**src/hw/tetris_pkg.sv**
```systemverilog
package tetris_pkg;

    // ========================================================================
    // Host commands
    // ========================================================================

    localparam int CMD_W = 3;

    localparam logic [CMD_W-1:0] CMD_TICK  = 3'd0;
    localparam logic [CMD_W-1:0] CMD_LEFT  = 3'd1;
    localparam logic [CMD_W-1:0] CMD_RIGHT = 3'd2;
    localparam logic [CMD_W-1:0] CMD_CCW   = 3'd3;
    localparam logic [CMD_W-1:0] CMD_CW    = 3'd4;

    // ========================================================================
    // Piece geometry
    // ========================================================================

    // Shape bitmap is 4x4, bit index = row * 4 + col, row 0 on top.
    localparam int SHAPE_DIM = 4;
    localparam int SHAPE_W   = SHAPE_DIM * SHAPE_DIM;

    // Top-left corner of the shape, in cells.
    // Signed so a candidate may step past a wall.
    localparam int ROW_W = 6;
    localparam int COL_W = 6;

endpackage

```
**src/hw/cmd_intake.sv**
```systemverilog
module cmd_intake
    import tetris_pkg::*;
(
    input  logic             Clk,
    input  logic             rst_n,
    input  logic             req,
    input  logic [CMD_W-1:0] cmd,
    input  logic             done,
    output logic             ack,
    output logic             cmd_valid,
    output logic [CMD_W-1:0] cmd_code
);

    localparam logic [1:0] ST_IDLE  = 2'd0;
    localparam logic [1:0] ST_BUSY  = 2'd1;
    localparam logic [1:0] ST_ACKED = 2'd2;

    logic [1:0] state;
    logic       start;

    // Idle only exits on req, and acked only returns once req drops.
    assign start = (state == ST_IDLE) && req;

    always_ff @(posedge Clk)
    begin
        if (!rst_n)
        begin
            state     <= ST_IDLE;
            ack       <= 1'b0;
            cmd_valid <= 1'b0;
        end
        else
        begin
            cmd_valid <= start;
            case (state)
                ST_IDLE:
                begin
                    if (req)
                        state <= ST_BUSY;
                end
                ST_BUSY:
                begin
                    if (done)
                    begin
                        state <= ST_ACKED;
                        ack   <= 1'b1;
                    end
                end
                ST_ACKED:
                begin
                    if (!req)
                    begin
                        state <= ST_IDLE;
                        ack   <= 1'b0;
                    end
                end
                default:
                    state <= ST_IDLE;
            endcase
        end
    end

    always_ff @(posedge Clk)
    begin
        if (start)
            cmd_code <= cmd;
    end

    assert property (@(posedge Clk) disable iff (!rst_n) $rose(ack) |-> $past(req));

    // No second command issues before the pipeline returns done.
    assert property (@(posedge Clk) disable iff (!rst_n)
        cmd_valid |=> !cmd_valid ##1 !cmd_valid ##1 (done && !cmd_valid));

endmodule

```
**config.mk**
```make
export PLATFORM = sky130hd
export DESIGN_NAME = cmd_intake
export DESIGN_NICKNAME = d
export VERILOG_FILES = /design/src/hw/tetris_pkg.sv /design/src/hw/cmd_intake.sv
export SDC_FILE = /design/constraint.sdc
export NUM_CORES = 1
export LEC_CHECK = 0
export BUFFER_PORTS_ARGS = -buffer_cell sky130_fd_sc_hd__buf_2
export CORE_AREA = 8 8 45 47
export DETAILED_ROUTE_END_ITERATION = 16
export DIE_AREA = 0 0 53 55
export PLACE_DENSITY_LB_ADDON = 0.25
export REMOVE_ABC_BUFFERS = 1
export SYNTH_ARGS = -nofsm -noshare
export SYNTH_HDL_FRONTEND = slang
export SYNTH_SLANG_ARGS = --single-unit
```
**constraint.sdc**
```tcl
create_clock -name Clk -period 1.1 [get_ports Clk]
set_input_delay 0.165 -clock Clk [delete_from_list [all_inputs] [get_ports Clk]]
set_output_delay 0.165 -clock Clk [all_outputs]
set_load 0.02 [all_outputs]
```
==> Word level (Yosys, flattened, before mapping) <==
Cells that the tools add are included.
{ "op_classes": {"n_reduce_logical": 5, "n_eq_ne": 5, "mux": 7} }
{ "ops": {"columns": ["cell", "count"], "rows": [
  ["$mux 2", 3],
  ["$ne 2x2->1 const B", 3],
  ["$pmux 2 s3", 1],
  ["$reduce_and 3->1", 2],
  ["$eq 2x1->1 const B", 1],
  ["$eq 2x2->1 const B", 1],
  ["$logic_not 2->1", 1],
  ["$mux 1", 2],
  ["$pmux 1 s2", 1],
  ["$reduce_bool 2->1", 1],
  ["$logic_and 1x1->1", 1]
]} }
{ "totals": {"word_cells": 21, "in_bits": 7, "regBits": 7, "output_inout_bits": 5} }

==> Depth between registers and ports, before layout <==
{ "depth": {"depth_word": 3, "mapped_depth": 2, "mapped_depth_nobuf": 2} }

==> Least setup slack after synthesis <==
Ideal clock, no wire load.
{ "synth_timing": {"kind": "flip-flop to flip-flop", "from": "register state[0]", "to": "register cmd_code[0] (enable)", "t_required_ns": 0.772, "path_buffers": 0, "path_stages_with_launch": 2, "t_arrival_ns": 0.610, "setup_slack_ns": 0.163, "period_less_slack_ns": 0.937, "cell_sequence": "dfxtp_1 nor3b_2"} }
{ "synth_via": {"elab_chain_cells": 2} }
{ "synth_rtl": {"columns": ["element", "line_no", "text"], "rows": [
  ["start: declaration", "cmd_intake.sv:18", "logic [1:0] state;"],
  ["start signal: assignment", "cmd_intake.sv:28", "state <= ST_IDLE;"],
  ["start signal: assignment", "cmd_intake.sv:39", "state <= ST_BUSY;"],
  ["start signal: assignment", "cmd_intake.sv:45", "state <= ST_ACKED;"],
  ["$logic_not 2->1", "cmd_intake.sv:22", "assign start = (state == ST_IDLE) && req;"],
  ["$logic_and 1x1->1", "cmd_intake.sv:22", null],
  ["via start", "cmd_intake.sv:19", "logic start;"],
  ["end signal: assignment", "cmd_intake.sv:66", "cmd_code <= cmd;"],
  ["end: declaration", "cmd_intake.sv:11", "output logic [CMD_W-1:0] cmd_code"]
]} }
The timed path passes the listed nets, and every way through them passes these cells.
A chain may end at the register's enable or synchronous reset.

==> Final worst setup path <==
{ "layout_timing": {"from": "register state[1]", "to": "register cmd_code[0] (enable)"} }
Same word-level chain as after synthesis.

==> metrics <==
Slew HR=between 80% and 90%; Worst Clk Skew=3.522 ps; TritonCTS Buffers=3; worst setup path class=flip-flop to flip-flop; crit-path cells=nor3b_2; Die Span Y=55 um; CP Capture Type=flip-flop; Avg Cell Area, Syn=~13 sq um; first-pass GRT wire length=938 um; largest net degree at the start of global routing=7; I/O pins=12; routed vias/inst=about 4; Core Rows=14; Ys Warns=0; Tot GR Track Use=4.770%; number of hold violations in the final report=0; Worst Tran Pin Value=295.3 ps; metal2 WL=264 um; Clock Tree Root=clkbuf_4; R2R setup slack=roughly 150 ps; total routed wirelength=~570 um; Worst path max stage delay=roughly 340 ps; cell taking the most area after synthesis=edfxtp_1; Comb power frac=12.8%; starting density of the core=20.25%; Pwr per Cell Area=roughly 1500 nW/um^2; Synth top area share=32.14%; Syn Inst Count=21; critical path depth=1; total setup buffers inserted after CTS=0; RePlAce Congestion=0.6520; cell family with most CP delay=flip-flops; die footprint=2915 sq um; status=completed; port buffer count=11; remaining global-route overflow=0; Pleak=0.1605 nW; min cycle time layout=950.9 ps; fillers=153; reg2reg path depth=1; Final setup violation count=0; hold slack=88.71 ps; setup tns final=0 ps; unrepaired setup endpoints after global routing=false; clock sinks=7; switching share of power=23.16%; fin crit share=between 80 and 90%; Max VDD drop=about 0.72 mV; Seq pwr share=49.2%; layout net count=45; Slowest-stage cell, CP=dfxtp_1; clock power share=38.0%; CTS tree=yes; Netlist cell types=12; CTS H-tree depth=1; share of layout cells above drive strength 1=51.35%; met3 WL post-DR=93 um; Longest Clk Path Bufs=2; achievable frequency=between 1000 and 1500 MHz; CP bufs+invs=0; CP endpoint=cmd_code[0]; Routed Antenna Nets=0; DRT Pass-1 Iters=2; max cap viols=0; highest routed layer=met3; worst path required time=1030 ps; Worst Setup SP=state[1]; post-CTS sizing=0; Netlist Area Pre-Place=280.3 sq um; post-DP HPWL=roughly 450 um; Worst Hold Class=input port to flip-flop; DR DRC count=0; synth top area cells=edfxtp_1, dfxtp_1, nor3b_2, nand2b_1, nand3b_1; WP data arrival=880 ps; critical path peak fanout=6; R2R Path End=cmd_code[0]; routed metal-1 wire length=207 um; Slew Limit Fails=0; die boundary width=53 um; # diodes=0; core footprint=1384 sq um; Synth Register Bits=7; CP Launch Type=flip-flop; Psw=approximately 0.14 mW; initial DRC count=7; initial antenna violation count=0; worst r2r src=state[1]; area delta synth->final=38.84%; post-synthesis sequential area ratio=60.71%; clk_lat worst skew=250 ps; Internal=0.4618 mW; CTS clk-pin slew, worst paths=~50 ps; vias in the first global route=237; cts hold-fix bufs=0; drt wl/cell=10.66 um; total number of vias=between 200 and 250
==> registers in the layout, indices dropped and copies added, names as in the netlist <==
register   count
ack            1
cmd_code       3
cmd_valid      1
state          2
==> cell families after synthesis <==
group | after synthesis | share of synthesized area, %
DFF | 7 | 60.72
and+or+nand+nor | 9 | 25.89
AOI/OAI and AO/OA | 4 | 12.05
buffers and inverters | 1 | 1.338
==> synthesized netlist by cell type (all sizes together) <==
| master | number |
|---|---|
| dfxtp | 4 |
| edfxtp | 3 |
| nand2b | 3 |
| nand3b | 2 |
| nor3b | 2 |
| a211oi | 1 |
| a21boi | 1 |
| a21oi | 1 |
| and2 | 1 |
| inv | 1 |
| o21ai | 1 |
| or2b | 1 |
==> layer usage <==
| layer | track usage (%) | vias to the layer above |
|---|---|---|
| met5 | 0 | - |
| met4 | 1.293 | 0 |
| met3 | 6.150 | 0 |
| met2 | 7.031 | 10 |
| met1 | 3.834 | 96 |
| li1 | - | 107 |
==> area by class of cell <==
class / count / area [sq um] / share of cell area [%]
sequential: 7 / 170.2 / 43.73
multi-input combinational: 13 / 106.4 / 27.33
timing repair buffer: 12 / 62.56 / 16.08
clock buffer: 4 / 26.28 / 6.752
tap: 16 / 20.02 / 5.145
inverter: 1 / 3.754 / 0.9646
==> through the flow <==
step                util, %  power [mW]  instance area, sq um  cells  setup slack (ps)
global route          28.12      0.6435                 389.1     53             86.54
finish                28.12      0.6010                 389.1     53             149.1
floorplan                 -      0.3451                 280.3     21             162.9
global placement      26.22      0.3780                 362.8     49             171.6
detailed placement    26.22      0.3790                 362.8     49             140.0
CTS                   28.12      0.6111                 389.1     53             142.3
==> worst min-delay path by stage <==
stage                     startpoint          end  slack (ps)  cells after the start
after floorplan               cmd[0]  cmd_code[0]         260                      0
after global placement        cmd[1]  cmd_code[1]         350                      1
after detailed placement      cmd[0]  cmd_code[0]         340                      1
after CTS                     cmd[0]  cmd_code[0]          80                      1
after global routing          cmd[0]  cmd_code[0]          70                      1
final                         cmd[0]  cmd_code[0]          90                      1
==> power groups by stage <==
stage	Combinational [mW]	Clock [mW]	Sequential, mW
after floorplan	0.0257	0	0.319
after global placement	0.0771	0	0.301
after detailed placement	0.0777	0	0.301
after CTS	0.0780	0.237	0.296
after global routing	0.0840	0.262	0.297
final	0.0769	0.228	0.296
==> placed cells by master, fill, tap and decap left out <==
cell type  netlist  final
a21boi_0         1      1
a211oi_2         1      1
edfxtp_1         3      3
and2_1           1      1
clkbuf_1         0      1
clkbuf_4         0      3
o21ai_0          1      1
or2b_1           1      1
nand3b_1         2      2
inv_1            1      1
nor3b_2          2      2
buf_4            0      1
a21oi_2          1      1
nand2b_1         3      3
dfxtp_1          4      4
buf_2            0     11
(Power assumes the default switching activity.)
