[config.mk]
export PLATFORM = sky130hd
export DESIGN_NAME = piece_commit
export DESIGN_NICKNAME = d
export VERILOG_FILES = /design/src/hw/tetris_pkg.sv /design/src/hw/piece_commit.sv
export SDC_FILE = /design/constraint.sdc
export NUM_CORES = 1
export LEC_CHECK = 0
export BUFFER_PORTS_ARGS = -buffer_cell sky130_fd_sc_hd__buf_4
export CAP_MARGIN = 20
export CORE_AREA = 2 2 134 136
export CTS_CLUSTER_SIZE = 25
export DETAILED_ROUTE_END_ITERATION = 16
export DIE_AREA = 0 0 136 138
export HOLD_SLACK_MARGIN = 0.08
export PLACE_DENSITY_LB_ADDON = 0.3
export SYNTH_ARGS = -nofsm -noshare
export SYNTH_HDL_FRONTEND = slang
export SYNTH_SLANG_ARGS = --single-unit
[constraint.sdc]
create_clock -name Clk -period 4.2 [get_ports Clk]
set_input_delay 0.42 -clock Clk [delete_from_list [all_inputs] [get_ports Clk]]
set_output_delay 0.42 -clock Clk [all_outputs]
set_load 0.005 [all_outputs]
[src/hw/tetris_pkg.sv]
package tetris_pkg;

    // ========================================================================
    // Host commands
    // ========================================================================

    localparam int CMD_W = 3;

    localparam logic [CMD_W-1:0] CMD_TICK  = 3'd0;
    localparam logic [CMD_W-1:0] CMD_LEFT  = 3'd1;
    localparam logic [CMD_W-1:0] CMD_RIGHT = 3'd2;
    localparam logic [CMD_W-1:0] CMD_CCW   = 3'd3;
    localparam logic [CMD_W-1:0] CMD_CW    = 3'd4;

    // ========================================================================
    // Piece geometry
    // ========================================================================

    // Shape bitmap is 4x4, bit index = row * 4 + col, row 0 on top.
    localparam int SHAPE_DIM = 4;
    localparam int SHAPE_W   = SHAPE_DIM * SHAPE_DIM;

    // Top-left corner of the shape, in cells.
    // Signed so a candidate may step past a wall.
    localparam int ROW_W = 6;
    localparam int COL_W = 6;

endpackage

[src/hw/piece_commit.sv]
module piece_commit
    import tetris_pkg::*;
#(
    parameter int SPAWN_COL  = 4,
    parameter int BOARD_COLS = 12,
    parameter int BOARD_ROWS = 20
)
(
    input  logic                             Clk,
    input  logic                             rst_n,
    input  logic                             chk_valid,
    input  logic [CMD_W-1:0]                 chk_code,
    input  logic                             chk_fits,
    input  logic [SHAPE_W-1:0]               chk_shape,
    input  logic signed [ROW_W-1:0]          chk_row,
    input  logic signed [COL_W-1:0]          chk_col,
    input  logic [SHAPE_W-1:0]               new_shape,
    input  logic [BOARD_COLS*BOARD_ROWS-1:0] board,
    output logic                             done,
    output logic                             move_ok,
    output logic                             locked,
    output logic                             game_over,
    output logic [SHAPE_W-1:0]               piece_shape,
    output logic signed [ROW_W-1:0]          piece_row,
    output logic signed [COL_W-1:0]          piece_col,
    output logic                             lock_we,
    output logic [SHAPE_W-1:0]               lock_shape
);

    logic cmd_known;
    logic spawn_hit;

    assign cmd_known  = (chk_code <= CMD_CW);
    assign lock_we    = chk_valid && !game_over && (chk_code == CMD_TICK) && !chk_fits;
    assign lock_shape = piece_shape;

    // ========================================================================
    // Spawn test against the board plus the piece being locked
    // ========================================================================

    always_comb
    begin
        int r;
        int c;
        int lr;
        int lc;
        spawn_hit = 1'b0;
        for (int i = 0; i < SHAPE_W; i++)
        begin
            r  = i / SHAPE_DIM;
            c  = SPAWN_COL + i % SHAPE_DIM;
            lr = r - int'(piece_row);
            lc = c - int'(piece_col);
            if (new_shape[i])
            begin
                if (c >= BOARD_COLS || r >= BOARD_ROWS)
                    spawn_hit = 1'b1;
                else if (board[r * BOARD_COLS + c])
                    spawn_hit = 1'b1;
                if (lr >= 0 && lr < SHAPE_DIM && lc >= 0 && lc < SHAPE_DIM &&
                    piece_shape[lr * SHAPE_DIM + lc])
                    spawn_hit = 1'b1;
            end
        end
    end

    always_ff @(posedge Clk)
    begin
        if (!rst_n)
        begin
            piece_shape <= new_shape;
            piece_row   <= '0;
            piece_col   <= COL_W'(SPAWN_COL);
            done        <= 1'b0;
            move_ok     <= 1'b0;
            locked      <= 1'b0;
            game_over   <= 1'b0;
        end
        else
        begin
            done <= chk_valid;
            if (chk_valid)
            begin
                move_ok <= 1'b0;
                locked  <= 1'b0;
                if (!game_over && lock_we)
                begin
                    locked      <= 1'b1;
                    piece_shape <= new_shape;
                    piece_row   <= '0;
                    piece_col   <= COL_W'(SPAWN_COL);
                    game_over   <= spawn_hit;
                end
                else if (!game_over && chk_fits && cmd_known)
                begin
                    move_ok     <= 1'b1;
                    piece_shape <= chk_shape;
                    piece_row   <= chk_row;
                    piece_col   <= chk_col;
                end
            end
        end
    end

    // A lock only follows a tick, so the rejected candidate is the live piece one row down.
    assert property (@(posedge Clk) disable iff (!rst_n)
        lock_we |-> (chk_row == piece_row + 1'b1) && (chk_col == piece_col) &&
        (chk_shape == piece_shape));

endmodule

# Word-level counts from Yosys, hierarchy flattened
# Index checks and enable logic that the tools add are counted.
# totals
output_inout_bits	49
regBits	32
# op_classes
reduce_logical	65
n_eq_ne	2
addsub	24
n_lt_le_gt_ge	33
muxes	107
# op_table
op	count
32-bit by 6-bit < comparator with 1-bit output (second input constant)	15
9-bit by 7-bit adder with 10-bit output	16
1-bit two-way mux	83
1-bit binary-select mux with 4-bit select	16
16-bit two-way mux	4
1-bit logical AND	58
7-bit by 1-bit greater-or-equal comparator with 1-bit output (second input constant)	8
7-bit by 4-bit < comparator with 1-bit output (second input constant)	8
4-bit by 6-bit subtractor with 7-bit output (first input constant)	4
6-bit two-way mux	4
3-bit by 6-bit subtractor with 7-bit output (first input constant)	2
10-bit by 6-bit < comparator with 1-bit output (second input constant)	1
1-bit by 6-bit subtractor with 7-bit output (first input constant)	1
2-bit by 6-bit subtractor with 7-bit output (first input constant)	1
2-bit AND reduction	3
3-bit less-or-equal comparator (second input constant)	1
3-bit logical NOT	1
3-bit by 1-bit != test with 1-bit output (second input constant)	1
1-bit logical NOT	2
2-bit by 1-bit != test with 1-bit output (second input constant)	1
2-bit nonzero test	1

# Longest topological paths before layout
# logic_depth
ltp_word	53
ltp_mapped	13
depth_no_buf	10

# Worst setup path after synthesis
# Ideal clock, no wire load.
# synth_timing
kind	flip-flop to flip-flop
from	register piece_col[1]
to	register game_over
setup_ps	127
arrival_time_ps	2877
path_stages_with_launch	13
path_slack_ps	1196
cell_sequence	dfxtp_1 > buf_4 > buf_4 > inv_1 > ha_1 > buf_2 > buf_2 > mux4_2 > mux2i_1 > mux2i_1 > a41oi_1 > nor4b_1 > a21oi_1
# synth_via
elab_chain_len	53
elab_cells_between_ends	171
# synth_rtl
element	line_no	source
start: declaration	piece_commit.sv:25	output logic signed [COL_W-1:0] piece_col,
start signal: assignment	piece_commit.sv:73	piece_col <= COL_W'(SPAWN_COL);
start signal: assignment	piece_commit.sv:91	piece_col <= COL_W'(SPAWN_COL);
start signal: assignment	piece_commit.sv:99	piece_col <= chk_col;
4-bit by 6-bit subtractor with 7-bit output	piece_commit.sv:53	lc = c - int'(piece_col);
9-bit by 7-bit adder with 10-bit output	piece_commit.sv:61	piece_shape[lr * SHAPE_DIM + lc])
1-bit binary-select mux with 4-bit select	piece_commit.sv:61	
1-bit two-way mux (not written as such) (2 in series)	piece_commit.sv:61	
1-bit logical AND	piece_commit.sv:60	if (lr >= 0 && lr < SHAPE_DIM && lc >= 0 && lc < SHAPE_DIM &&
1-bit two-way mux	piece_commit.sv:60	
1-bit two-way mux	piece_commit.sv:54	if (new_shape[i])
1-bit two-way mux	piece_commit.sv:58	else if (board[r * BOARD_COLS + c])
(+36 left out)	n/a	
1-bit two-way mux	piece_commit.sv:60	
1-bit two-way mux	piece_commit.sv:54	
1-bit two-way mux	piece_commit.sv:58	
1-bit two-way mux	piece_commit.sv:60	
1-bit two-way mux	piece_commit.sv:54	
1-bit two-way mux	piece_commit.sv:58	
1-bit two-way mux	piece_commit.sv:60	
1-bit two-way mux (*)	piece_commit.sv:54	
end signal: assignment	piece_commit.sv:92	game_over <= spawn_hit;
end: declaration	piece_commit.sv:22	output logic game_over,
# Mark *: on every way between the ends. The rest lies on a longest branch, timed or not. The select of a mux whose other input is x is not followed.
# A chain may end at the register's enable or synchronous reset.

# Worst setup path after layout
# layout_timing
from	register piece_row[0]
to	register game_over
# layout_via
elab_chain_len	53
elab_cells_between_ends	175
# layout_rtl
element	line_no	source
start: declaration	piece_commit.sv:24	output logic signed [ROW_W-1:0] piece_row,
start signal: assignment	piece_commit.sv:98	piece_row <= chk_row;
1-bit by 6-bit subtractor with 7-bit output	piece_commit.sv:52	lr = r - int'(piece_row);
9-bit by 7-bit adder with 10-bit output (tied with other cells)	piece_commit.sv:61	
1-bit binary-select mux with 4-bit select / 1-bit logical AND (equally long branches)	piece_commit.sv:61, piece_commit.sv:60	
1-bit two-way mux (not written as such) / 1-bit logical AND (equally long branches) (2 in series)	piece_commit.sv:61, piece_commit.sv:60	
1-bit logical AND	piece_commit.sv:60	
1-bit two-way mux	piece_commit.sv:60	
1-bit two-way mux	piece_commit.sv:54	
1-bit two-way mux	piece_commit.sv:58	
(+36 left out)	n/a	
1-bit two-way mux	piece_commit.sv:60	
1-bit two-way mux	piece_commit.sv:54	
1-bit two-way mux	piece_commit.sv:58	
1-bit two-way mux	piece_commit.sv:60	
1-bit two-way mux	piece_commit.sv:54	
1-bit two-way mux	piece_commit.sv:58	
1-bit two-way mux	piece_commit.sv:60	
1-bit two-way mux (*)	piece_commit.sv:54	
# Marks and branches as above.

==> run_results.csv <==
group,metric,value,unit
status,status,"finished clean",
critical_path,r2r-end,"game_over",
floorplan,die_h,138,um
cells_and_area,final_common_cell,"buf_4",
logic_synthesis,synth-edff-count,16,
global_routing,met1_usage,19.2,%
global_routing,grt_max_degree,23,
logic_synthesis,synth_seq_area_share,23.1,%
cells_and_area,diodes,0,
sta,fin_crit_sh,75.7,%
min_path,holdCritPathClass,"in -> reg",
critical_path,worstSetupStartpointType,"register",
clock_tree,h-tree-depth,2,
critical_path,cp_max_fo,9,
cells_and_area,nNetsFinal,742,
sta,setup_viol,0,
global_routing,antenna_found_initial,0,
critical_path,cp.required,4.36,ns
critical_path,cp_slowest_cell,"dfxtp_1",
critical_path,cpMostUsedCell,"mux2i_1",
place,portBuffers,115,
logic_synthesis,synth.cell_area,3470,um^2
global_routing,gr-usage-met3,3.01,%
global_routing,grt_pass1_wl,19.1,mm
clock_tree,cts_hold_buf,0,
detailed_routing,vias_per_cell,4.80,
critical_path,cp_data_arrival_time,3.34,ns
clock_tree,clk_pin_slew,0.06,ns
floorplan,initial_core_util,19.8,%
floorplan,die_x,136,um
detailed_routing,postRouteWirelength,12.4,mm
logic_synthesis,ys_types,57,
cells_and_area,fin_util,26.4,%
sta,worst_slew_pin_slew,0.941,ns
floorplan,core_area,17500,um^2
logic_synthesis,yosysWarningCount,0,
cells_and_area,nFillCells,1924,
clock_tree,root_buffer,"clkbuf_16",
detailed_routing,wl_per_cell,18.8,um
place,place_ws,0.976,ns
logic_synthesis,synth_cells,335,
logic_synthesis,syn_nets,646,
logic_synthesis,synth_flop_cell,"edfxtp_1",
critical_path,reg2regPathDepth,8,
clock_tree,worstSkewPairLatency,0.29,ns
sta,fin_ws,1.02,ns
critical_path,r2r_setup_slack,1.02,ns
sta,fmax,0.314,GHz
sta,maxSlewHeadroom,37.1,%
cells_and_area,final_area,4630,um^2
sta,finalHoldViolCount,0,
logic_synthesis,synth.ff_latch_count,32,
sta,fin_hold_ws,0.336,ns
detailed_routing,drc,0,
sta,clock_skew,0.00988,ns
clock_tree,clockBufferDepth,2,
critical_path,end_kind,"register",
cells_and_area,syn2layout_area_growth,33.6,%
floorplan,core.rowCount,49,
clock_tree,cts_sinks,32,
global_routing,overflow,0,
critical_path,r2r-start,"piece_row[0]",
min_path,hold_depth,3,
min_path,holdCritStartpoint,"chk_row[3]",
floorplan,dieArea,18800,um^2
floorplan,ios,340,
logic_synthesis,async_flop_share,0,%
critical_path,cp_slowest_stage_delay,0.60,ns
global_routing,grt_use_met2,20.2,%
sta,rsz0062_at_grt,"no",
critical_path,crit_chain,"inv_1 > ha_1 > mux4_2 > mux2i_1 > mux2i_1 > and4_2 > nor4_1 > a21oi_1",
sta,fin_crit,3.18,ns
global_routing,grt_usage,13.2,%
sta,setup_tns,0,ns
clock_tree,cts_setup_buffers,0,
power,p_per_area,301,nW/um^2
flow_run,maxCapViolations,0,
clock_tree,numCtsBuffers,5,
cells_and_area,drive_gt1_share,41.0,%
place,dp_hpwl,9.98,mm
sta,slew_viol_final,0,
detailed_routing,drtIter0Drc,161,
detailed_routing,via_count,3171,
clock_tree,cts-resized-gates,0,
global_routing,grt-busiest-layer,"met2",
place,postPlaceCellArea,4450,um^2
logic_synthesis,syn_area_per_cell,10.3,um^2
clock_tree,cts_tree,"done",
power,leakagePower,1.98,nW
detailed_routing,antenna_left,0,
critical_path,worstSetupPathType,"reg -> reg",
place,gp_congestion,0.854,
global_routing,grt_pass1_vias,3165,
power,vdd_drop_max,134,uV
min_path,holdPathEnd,"piece_row[3]",
detailed_routing,drtPass1Iterations,6,
cells_and_area,layout_common_cells,"buf_4 (120), mux2i_1 (42), mux4_2 (24)",
==> power by group <==
| part | leakage [nW] | internal, mW | switching, mW |
|---|---|---|---|
| logic | 1.60 | 0.293 | 0.245 |
| registers | 0.289 | 0.359 | 0.0676 |
| clock network | 0.0883 | 0.288 | 0.142 |
| total | 1.98 | 0.940 | 0.455 |
==> stage by stage <==
step	instances	power (mW)
final	661	1.40
after global routing	661	1.46
after CTS	661	1.40
after floorplan	335	0.755
after global placement	653	0.962
after detailed placement	653	0.969
==> cell usage after synthesis, types with 12 or more instances <==
cell type / instances / area (um^2)
mux2i_1: 42 / 420
mux4_2: 24 / 541
nand2_1: 23 / 86.3
ha_1: 20 / 250
mux2_2: 19 / 214
buf_4: 18 / 135
inv_1: 18 / 67.6
dfxtp_1: 16 / 320
edfxtp_1: 16 / 480
xnor2_1: 13 / 114
a21oi_1: 12 / 60.1
o21ai_0: 12 / 60.1
==> state kept, by name (all words and copies together) (netlist names) <==
register    count
done            1
piece_col       6
move_ok         1
game_over       1
lock_shape     16
locked          1
piece_row       6
==> routing by layer <==
layer / share of wire, % / wire (um)
met1: 48 / 5930
met5: 0 / 0
met2: 44 / 5480
met3: 7.2 / 890
met4: 1.1 / 140
==> logic make-up (layout without fill, tap and decap cells) <==
logic type	Yosys count	after routing	synth area share, %
AO/OA/AOI/OAI	53	53	10.5
multiplexers	85	85	33.9
AND/OR/NAND/NOR	77	77	12.4
flip-flops	32	32	23.1
XOR/XNOR	19	19	5.20
buffers and inverters	49	146	7.76
adder cells (fa/ha/maj)	20	20	7.22
==> worst max-delay path, delay by kind of cell (launching register included) <==
family                     cells  cell delay [ns]
buffers and inverters          1             0.28
muxes                          3             0.95
and+or+nand+nor                2             0.54
adders and majority gates      1             0.58
AOI/OAI and AO/OA              1             0.11
DFF                            1             0.60
==> how the worst max path moves through the flow <==
stage | startpoint | end | slack, ns
after global placement | piece_row[0] | game_over | 0.97
after CTS | piece_row[0] | game_over | 0.96
after floorplan | piece_col[1] | game_over | 1.20
after detailed placement | piece_row[0] | game_over | 0.98
final | piece_row[0] | game_over | 1.02
after global routing | piece_row[0] | game_over | 0.77
==> area by class of cell <==
| class | instances | area (um^2) | share of cell area, % |
|---|---|---|---|
| clock buffer | 8 | 178 | 3.84 |
| tap | 229 | 287 | 6.19 |
| sequential | 32 | 801 | 17.3 |
| timing repair buffer | 120 | 901 | 19.5 |
| multi-input combinational | 254 | 2400 | 51.8 |
| inverter | 18 | 67.6 | 1.46 |
(Power assumes the default switching activity.)
