==> config.mk <==
export PLATFORM = sky130hd
export DESIGN_NAME = collision_check
export DESIGN_NICKNAME = d
export VERILOG_FILES = /design/src/hw/tetris_pkg.sv /design/src/hw/collision_check.sv
export SDC_FILE = /design/constraint.sdc
export NUM_CORES = 1
export LEC_CHECK = 0
export BUFFER_PORTS_ARGS = -buffer_cell sky130_fd_sc_hd__buf_2
export CAP_MARGIN = 20
export CORE_MARGIN = 2
export CORE_UTILIZATION = 30
export CTS_BUF_LIST = sky130_fd_sc_hd__clkbuf_8
export DETAILED_ROUTE_END_ITERATION = 16
export GPL_TIMING_DRIVEN = 0
export PLACE_DENSITY = 0.58
export RECOVER_POWER = 25
export SYNTH_ARGS = -nofsm -noshare
export SYNTH_HDL_FRONTEND = slang
export SYNTH_SLANG_ARGS = --single-unit
==> constraint.sdc <==
create_clock -name Clk -period 8.5 [get_ports Clk]
set_input_delay 1.7 -clock Clk [delete_from_list [all_inputs] [get_ports Clk]]
set_output_delay 1.7 -clock Clk [all_outputs]
set_load 0.005 [all_outputs]
==> src/hw/tetris_pkg.sv <==
package tetris_pkg;

    // ========================================================================
    // Host commands
    // ========================================================================

    localparam int CMD_W = 3;

    localparam logic [CMD_W-1:0] CMD_TICK  = 3'd0;
    localparam logic [CMD_W-1:0] CMD_LEFT  = 3'd1;
    localparam logic [CMD_W-1:0] CMD_RIGHT = 3'd2;
    localparam logic [CMD_W-1:0] CMD_CCW   = 3'd3;
    localparam logic [CMD_W-1:0] CMD_CW    = 3'd4;

    // ========================================================================
    // Piece geometry
    // ========================================================================

    // Shape bitmap is 4x4, bit index = row * 4 + col, row 0 on top.
    localparam int SHAPE_DIM = 4;
    localparam int SHAPE_W   = SHAPE_DIM * SHAPE_DIM;

    // Top-left corner of the shape, in cells.
    // Signed so a candidate may step past a wall.
    localparam int ROW_W = 6;
    localparam int COL_W = 6;

endpackage

==> src/hw/collision_check.sv <==
module collision_check
    import tetris_pkg::*;
#(
    parameter int BOARD_COLS = 12,
    parameter int BOARD_ROWS = 20
)
(
    input  logic                             Clk,
    input  logic                             rst_n,
    input  logic                             cand_valid,
    input  logic [CMD_W-1:0]                 cand_code,
    input  logic [SHAPE_W-1:0]               cand_shape,
    input  logic signed [ROW_W-1:0]          cand_row,
    input  logic signed [COL_W-1:0]          cand_col,
    input  logic [BOARD_COLS*BOARD_ROWS-1:0] board,
    output logic                             chk_valid,
    output logic [CMD_W-1:0]                 chk_code,
    output logic                             chk_fits,
    output logic [SHAPE_W-1:0]               chk_shape,
    output logic signed [ROW_W-1:0]          chk_row,
    output logic signed [COL_W-1:0]          chk_col
);

    logic fits;

    // Every set cell must sit inside the walls, above the floor and on a free cell.
    always_comb
    begin
        int abs_row;
        int abs_col;
        fits = 1'b1;
        for (int i = 0; i < SHAPE_W; i++)
        begin
            abs_row = int'(cand_row) + i / SHAPE_DIM;
            abs_col = int'(cand_col) + i % SHAPE_DIM;
            if (cand_shape[i])
            begin
                if (abs_col < 0 || abs_col >= BOARD_COLS ||
                    abs_row < 0 || abs_row >= BOARD_ROWS)
                    fits = 1'b0;
                else if (board[abs_row * BOARD_COLS + abs_col])
                    fits = 1'b0;
            end
        end
    end

    always_ff @(posedge Clk)
    begin
        if (!rst_n)
            chk_valid <= 1'b0;
        else
            chk_valid <= cand_valid;
    end

    always_ff @(posedge Clk)
    begin
        if (cand_valid)
        begin
            chk_code  <= cand_code;
            chk_fits  <= fits;
            chk_shape <= cand_shape;
            chk_row   <= cand_row;
            chk_col   <= cand_col;
        end
    end

    // A single-cycle candidate gives a verdict one stage later.
    assert property (@(posedge Clk) disable iff (!rst_n)
        cand_valid |=> chk_valid && !cand_valid);

endmodule

==> Word level (Yosys, flattened, before mapping) <==
Cells that the tools add are included.
{ "totals": {"regBits": 33, "inputBits": 274, "out_inout_bits": 33, "word_cells": 196} }
{ "classes": {"addsub": 22, "mul": 4, "n_lt_le_gt_ge": 32, "muxes": 96, "reduce_logical": 36} }
{ "op_table": {"columns": ["operator", "count"], "rows": [
  ["32-bit by 10-bit less-than comparator with 1-bit output (second input constant)", 15],
  ["1-bit binary-select mux with 8-bit select", 16],
  ["12-bit by 7-bit adder with 13-bit output", 9],
  ["1-bit two-way mux", 80],
  ["7-bit by 1-bit less-than comparator with 1-bit output (second input constant)", 6],
  ["12-bit by 6-bit adder with 13-bit output", 3],
  ["11-bit by 7-bit adder with 12-bit output", 3],
  ["1-bit logical OR", 36],
  ["7-bit by 3-bit multiplier with 10-bit output (second input constant)", 3],
  ["6-bit by 3-bit adder with 7-bit output (second input constant)", 4],
  ["7-bit by 5-bit greater-or-equal comparator with 1-bit output (second input constant)", 3],
  ["7-bit by 6-bit greater-or-equal comparator with 1-bit output (second input constant)", 3],
  ["6-bit by 2-bit adder with 7-bit output (second input constant)", 2],
  ["13-bit by 10-bit less-than comparator with 1-bit output (second input constant)", 1],
  ["11-bit by 6-bit adder with 12-bit output", 1],
  ["6-bit by 1-bit less-than comparator with 1-bit output (second input constant)", 2],
  ["6-bit by 3-bit multiplier with 9-bit output (second input constant)", 1],
  ["6-bit by 5-bit greater-or-equal comparator with 1-bit output (second input constant)", 1],
  ["6-bit greater-or-equal comparator (second input constant)", 1]
]} }

==> Longest topological paths before layout <==
{ "logic_depth": {"word_depth": 53, "mapped_depth": 24, "mapped_depth_nobuf": 18} }

==> Worst setup path after synthesis <==
Ideal clock, no wire load.
{ "synth_timing": {"path_type": "input-to-reg", "from": "input port cand_row[0]", "to": "register chk_fits, data pin", "setup_time_ps": 150, "arrival_time_ps": 6381, "t_required_ps": 8350, "slack_ps": 1969, "stages": 17, "path_cell_list": "clkbuf_1 > inv_1 > ha_1 > inv_1 > ha_1 > ha_1 > fa_1 > ha_1 > inv_1 > and3_1 > nor2_1 > mux4_2 > a2111oi_0 > o211ai_1 > a2111oi_2 > o2111ai_1 > nor3_2"} }
{ "synth_via": {"elab_chain_len": 53, "elab_cells_between_ends": 159, "cone_classes": "19 x add/sub; 4 x mul; 8 x order compare; 96 x mux; 32 x reduce/logical"} }
{ "synth_rtl": {"columns": ["item", "line", "rtl"], "rows": [
  ["from (decl)", "collision_check.sv:13", "input logic signed [ROW_W-1:0] cand_row,"],
  ["6-bit by 3-bit multiplier with 9-bit output", "collision_check.sv:41", "else if (board[abs_row * BOARD_COLS + abs_col])"],
  ["11-bit by 6-bit adder with 12-bit output", "collision_check.sv:41", null],
  ["1-bit binary-select mux with 8-bit select", "collision_check.sv:41", null],
  ["1-bit two-way mux (not written as such) (2 in a row)", "collision_check.sv:41", null],
  ["1-bit two-way mux", "collision_check.sv:41", null],
  ["1-bit two-way mux", "collision_check.sv:38", "if (abs_col < 0 || abs_col >= BOARD_COLS ||"],
  ["1-bit two-way mux", "collision_check.sv:36", "if (cand_shape[i])"],
  ["1-bit two-way mux", "collision_check.sv:41", null],
  ["[... 37 more ...]", null, null],
  ["1-bit two-way mux", "collision_check.sv:36", null],
  ["1-bit two-way mux", "collision_check.sv:41", null],
  ["1-bit two-way mux", "collision_check.sv:38", null],
  ["1-bit two-way mux", "collision_check.sv:36", null],
  ["1-bit two-way mux", "collision_check.sv:41", null],
  ["1-bit two-way mux", "collision_check.sv:38", null],
  ["1-bit two-way mux *", "collision_check.sv:36", null],
  ["named net fits", "collision_check.sv:24", "logic fits;"],
  ["to (signal assigned)", "collision_check.sv:60", "chk_fits <= fits;"],
  ["to (decl)", "collision_check.sv:18", "output logic chk_fits,"]
]} }
Mark *: on every way through the listed nets, which the timed path passes. The rest lies on a longest branch. The select of a mux whose other input is x is not followed.
A chain may end at the register's enable or synchronous reset.

==> Final worst setup path <==
{ "layout_timing": {"from": "input port cand_col[0]", "to": "register chk_fits, data pin"} }
{ "layout_via": {"elab_chain_len": 52, "elab_cells_between_ends": 159, "cone_classes": "19 x add/sub; 8 x order compare; 96 x mux; 36 x reduce/logical"} }
{ "layout_rtl": {"columns": ["item", "line", "rtl"], "rows": [
  ["from (decl)", "collision_check.sv:14", "input logic signed [COL_W-1:0] cand_col,"],
  ["branches (longest 51 deep; another with 11-bit by 7-bit adder with 12-bit output)", null, null],
  ["1-bit two-way mux *", "collision_check.sv:36", null],
  ["named net fits", "collision_check.sv:24", null]
]} }
Mark *: on every way through the listed nets, which the timed path passes. The select of a mux whose other input is x is not followed.

==> flow_summary.yaml <==
yosys:
  post_synth.cell_area_avg_sq_um: 9.186
  postSynthNetCount: 2728
  top_cell_type_by_total_area_after_synthesis: "sky130_fd_sc_hd__mux4_2"
  synth-main-ff-cell: "sky130_fd_sc_hd__edfxtp_1"
  post_synthesis_instance_area_sq_mm: 0.02128
  portion_of_the_post_synthesis_area_used_by_sequential_elements_pct: 4.609
  ys.warnings.count: 0
  synthesis.instances: 2317
  ys_types: 84
  post-synth-top-area-fraction_pct: 21.06
  synth_async_sr_flop_share_pct: 0
  synth_area_leaders: "sky130_fd_sc_hd__mux4_2 (21%), sky130_fd_sc_hd__mux2i_1 (18%), sky130_fd_sc_hd__a22oi_1 (7.6%)"
  ys_seq_elements: 33
  synth-edff-count: 32
cts:
  cts_made_buffers: 5
  clock_tree.buffer_depth: 2
  clkSlewWorstSetupHoldPaths_ns: 0.08
  cts_root_buffer: "sky130_fd_sc_hd__clkbuf_8"
  cts_setup_buffers: 0
  tritoncts: "built"
  number_of_clock_sinks_seen_by_cts: 33
  holdBufCountCts: 0
  htreeDepth: 2
place:
  placement.setup.worst_slack_ns: -1.841
  gp_congestion: 1.193
  port_buffers: 306
  dp_hpwl_um: 122900
  dpl-instance-area_sq_mm: 0.02411
flow_run:
  cap_viol_max_count: 0
timing:
  worst-slew-pin-transition_ns: 1.404
  achievable-frequency_mhz: 117.0
  timing.final.crit_period_ns: 8.544
  timing.max_slew.rel_slack_pct: 6.409
  grt_setup_unrepaired: "false"
  drv_slew: 0
  hold_viol_final: 0
  setup_slack_ns: -0.04431
  finalSetupViolCount: 1
  ratio_of_final_minimum_period_to_clock_period_pct: 100.5
  whs_ns: 1.541
global_routing:
  grt_pass1_vias: 23556
  total_grt_overflow: 0
  grt_pass1_wl_um: 198900
  gr-usage-met3_pct: 18.88
  grt_most_used_layer: "met2"
  grtUsageMet2_pct: 54.76
  antenna_found_initial: 9
  grt_use_met1_pct: 47.21
  grt_start_max_net_pins: 34
  track_usage_pct: 39.16
floorplan:
  floorplan.die_area_sq_mm: 0.07309
  die_height_um: 270.4
  floorplan.core_area_sq_mm: 0.07015
  floorplan.io_pins: 307
  start_util_pct: 30.34
  count_of_standard_cell_rows: 97
  floorplan.die.width_um: 270.4
route:
  post-route-drc-count: 0
  ant_nets: 0
  vias: 25175
  avgRoutedWirePerCell_um: 41.29
  finalWirelength_um: 148400
  drt_first_pass_iters: 7
  route.detailed.vias_per_inst: 7.005
  drt-initial-drc-count: 4083
critical_path:
  crit_path_end_kind: "flip-flop"
  worst-setup-path-type: "primary input to flip-flop"
  cp.arrival_ns: 8.61
  crit_fanout: 19
  setup.worst_path.start_class: "primary input"
  cp_data_required_time_ns: 8.56
final_layout:
  final_cell_area_sq_mm: 0.02437
  drive_gt1_share_pct: 28.59
  nNetsFinal: 3061
  fill_cells: 7523
  utilization_after_layout_pct: 34.74
  layout_common_cells: "sky130_fd_sc_hd__mux2i_1 (382), sky130_fd_sc_hd__buf_2 (365), sky130_fd_sc_hd__nand2_1 (219), sky130_fd_sc_hd__a22oi_1 (215), sky130_fd_sc_hd__mux4_2 (199)"
  layout_commonest_cell: "sky130_fd_sc_hd__mux2i_1"
  flow.area_growth_from_synthesis_pct: 14.49
run_status:
  violations: "setup timing"
  status: "finished with violations"
power_and_ir_drop:
  leak_pwr_nw: 10.37
  vdd_ir_drop_max_mv: 0.07746
  power.density_cell_area_mw_per_mm2: 207.4
min_path:
  timing.hold.worst.class: "primary input to flip-flop"
## path summary, 6_finish.rpt
check	startpoint	endpoint	slack, ns	cells past startpoint
setup / recovery	cand_col[0]	chk_fits	-0.04	23
hold / removal	cand_code[2]	chk_code[2]	1.54	1
## state kept, by name, indices dropped and copies added, names as in the netlist
signal,count
chk_shape,16
chk_valid,1
chk_row,6
chk_code,3
chk_col,6
chk_fits,1
## metal layers
metal / wire length [um] / share of wire (%) / vias up
met5: 82 / 0.055 / -
met4: 12600 / 8.5 / 12
met3: 23600 / 16 / 531
met2: 58310 / 39 / 2210
met1: 53820 / 36 / 12443
li1: - / - / 9979
## repair_timing
| item | CTS | global route |
|---|---|---|
| endpoints found under the hold margin | 0 | 0 |
| resized for setup | 23 | 8 |
| setup endpoints to repair | 1 | 1 |
## kinds of logic (layout without fill, tap and decap cells)
group / count (synthesis) / count (layout) / share of synthesized area (%)
multiplexers: 685 / 685 / 44.57
other: 0 / 3 / 0
buffers and inverters: 235 / 569 / 5.444
XOR/XNOR: 132 / 132 / 5.661
AO/OA/AOI/OAI: 617 / 617 / 20.79
adder cells (fa/ha/maj): 137 / 137 / 8.689
AND/OR/NAND/NOR: 478 / 478 / 10.24
flip-flops: 33 / 33 / 4.609
## where the power goes
part	switching [mW]	leakage [nW]	total, mW	internal, mW
Combinational	3.01	10.0	4.70	1.69
Sequential	0.00271	0.321	0.195	0.192
Clock	0.0753	0.0570	0.161	0.0855
Total	3.08	10.4	5.05	1.97
## through the flow
step	power, mW	std cells	TNS, ns
final	5.054	3594	-0.04431
after global placement	4.616	3563	-1.972
after global routing	5.155	3592	0
after CTS	4.834	3584	0
after detailed placement	4.635	3577	-1.841
after floorplan	2.940	2317	0
## Yosys cell counts, types with 36 or more instances
cell type and instances:
sky130_fd_sc_hd__mux2i_1 383, sky130_fd_sc_hd__nand2_1 219, sky130_fd_sc_hd__a22oi_1 215, sky130_fd_sc_hd__mux4_2 199, sky130_fd_sc_hd__ha_1 119, sky130_fd_sc_hd__mux2_2 100, sky130_fd_sc_hd__nor2_1 92, sky130_fd_sc_hd__xnor2_1 92
sky130_fd_sc_hd__a21oi_1 78, sky130_fd_sc_hd__buf_2 77, sky130_fd_sc_hd__o22ai_1 60, sky130_fd_sc_hd__clkbuf_1 56, sky130_fd_sc_hd__inv_1 53, sky130_fd_sc_hd__o21ai_0 42, sky130_fd_sc_hd__nand3_1 38, sky130_fd_sc_hd__xor2_1 36
## critical path: stages
cell	delay [ns]
sky130_fd_sc_hd__buf_2	0.20
sky130_fd_sc_hd__buf_4	0.27
sky130_fd_sc_hd__buf_6	0.21
sky130_fd_sc_hd__inv_1	0.20
sky130_fd_sc_hd__buf_6	0.33
sky130_fd_sc_hd__buf_4	0.35
sky130_fd_sc_hd__ha_1	0.41
sky130_fd_sc_hd__nor2b_1	0.22
sky130_fd_sc_hd__nor2_1	0.08
sky130_fd_sc_hd__ha_1	0.28
sky130_fd_sc_hd__buf_4	0.23
sky130_fd_sc_hd__buf_4	0.25
sky130_fd_sc_hd__nand2b_1	0.21
sky130_fd_sc_hd__clkbuf_1	0.85
sky130_fd_sc_hd__o22ai_1	0.33
sky130_fd_sc_hd__a221oi_2	0.67
sky130_fd_sc_hd__nor2_1	0.11
sky130_fd_sc_hd__or4_1	0.48
sky130_fd_sc_hd__a21o_1	0.20
sky130_fd_sc_hd__a41oi_2	0.49
sky130_fd_sc_hd__a2111oi_4	0.14
sky130_fd_sc_hd__o2111ai_2	0.24
sky130_fd_sc_hd__nor3_2	0.06
## cell type report
| cell class | count | area [sq um] | area share [%] |
|---|---|---|---|
| Antenna cell | 3 | 7.507 | 0.03081 |
| Multi-Input combinational cell | 2049 | 19250 | 78.98 |
| Tap cell | 940 | 1176 | 4.826 |
| Timing Repair Buffer | 329 | 1688 | 6.926 |
| Inverter | 53 | 198.9 | 0.8164 |
| Clock inverter | 3 | 37.54 | 0.1540 |
| Clock buffer | 5 | 68.82 | 0.2824 |
| Buffer | 179 | 964.7 | 3.959 |
| Sequential cell | 33 | 980.9 | 4.025 |
(Power assumes the default switching activity.)
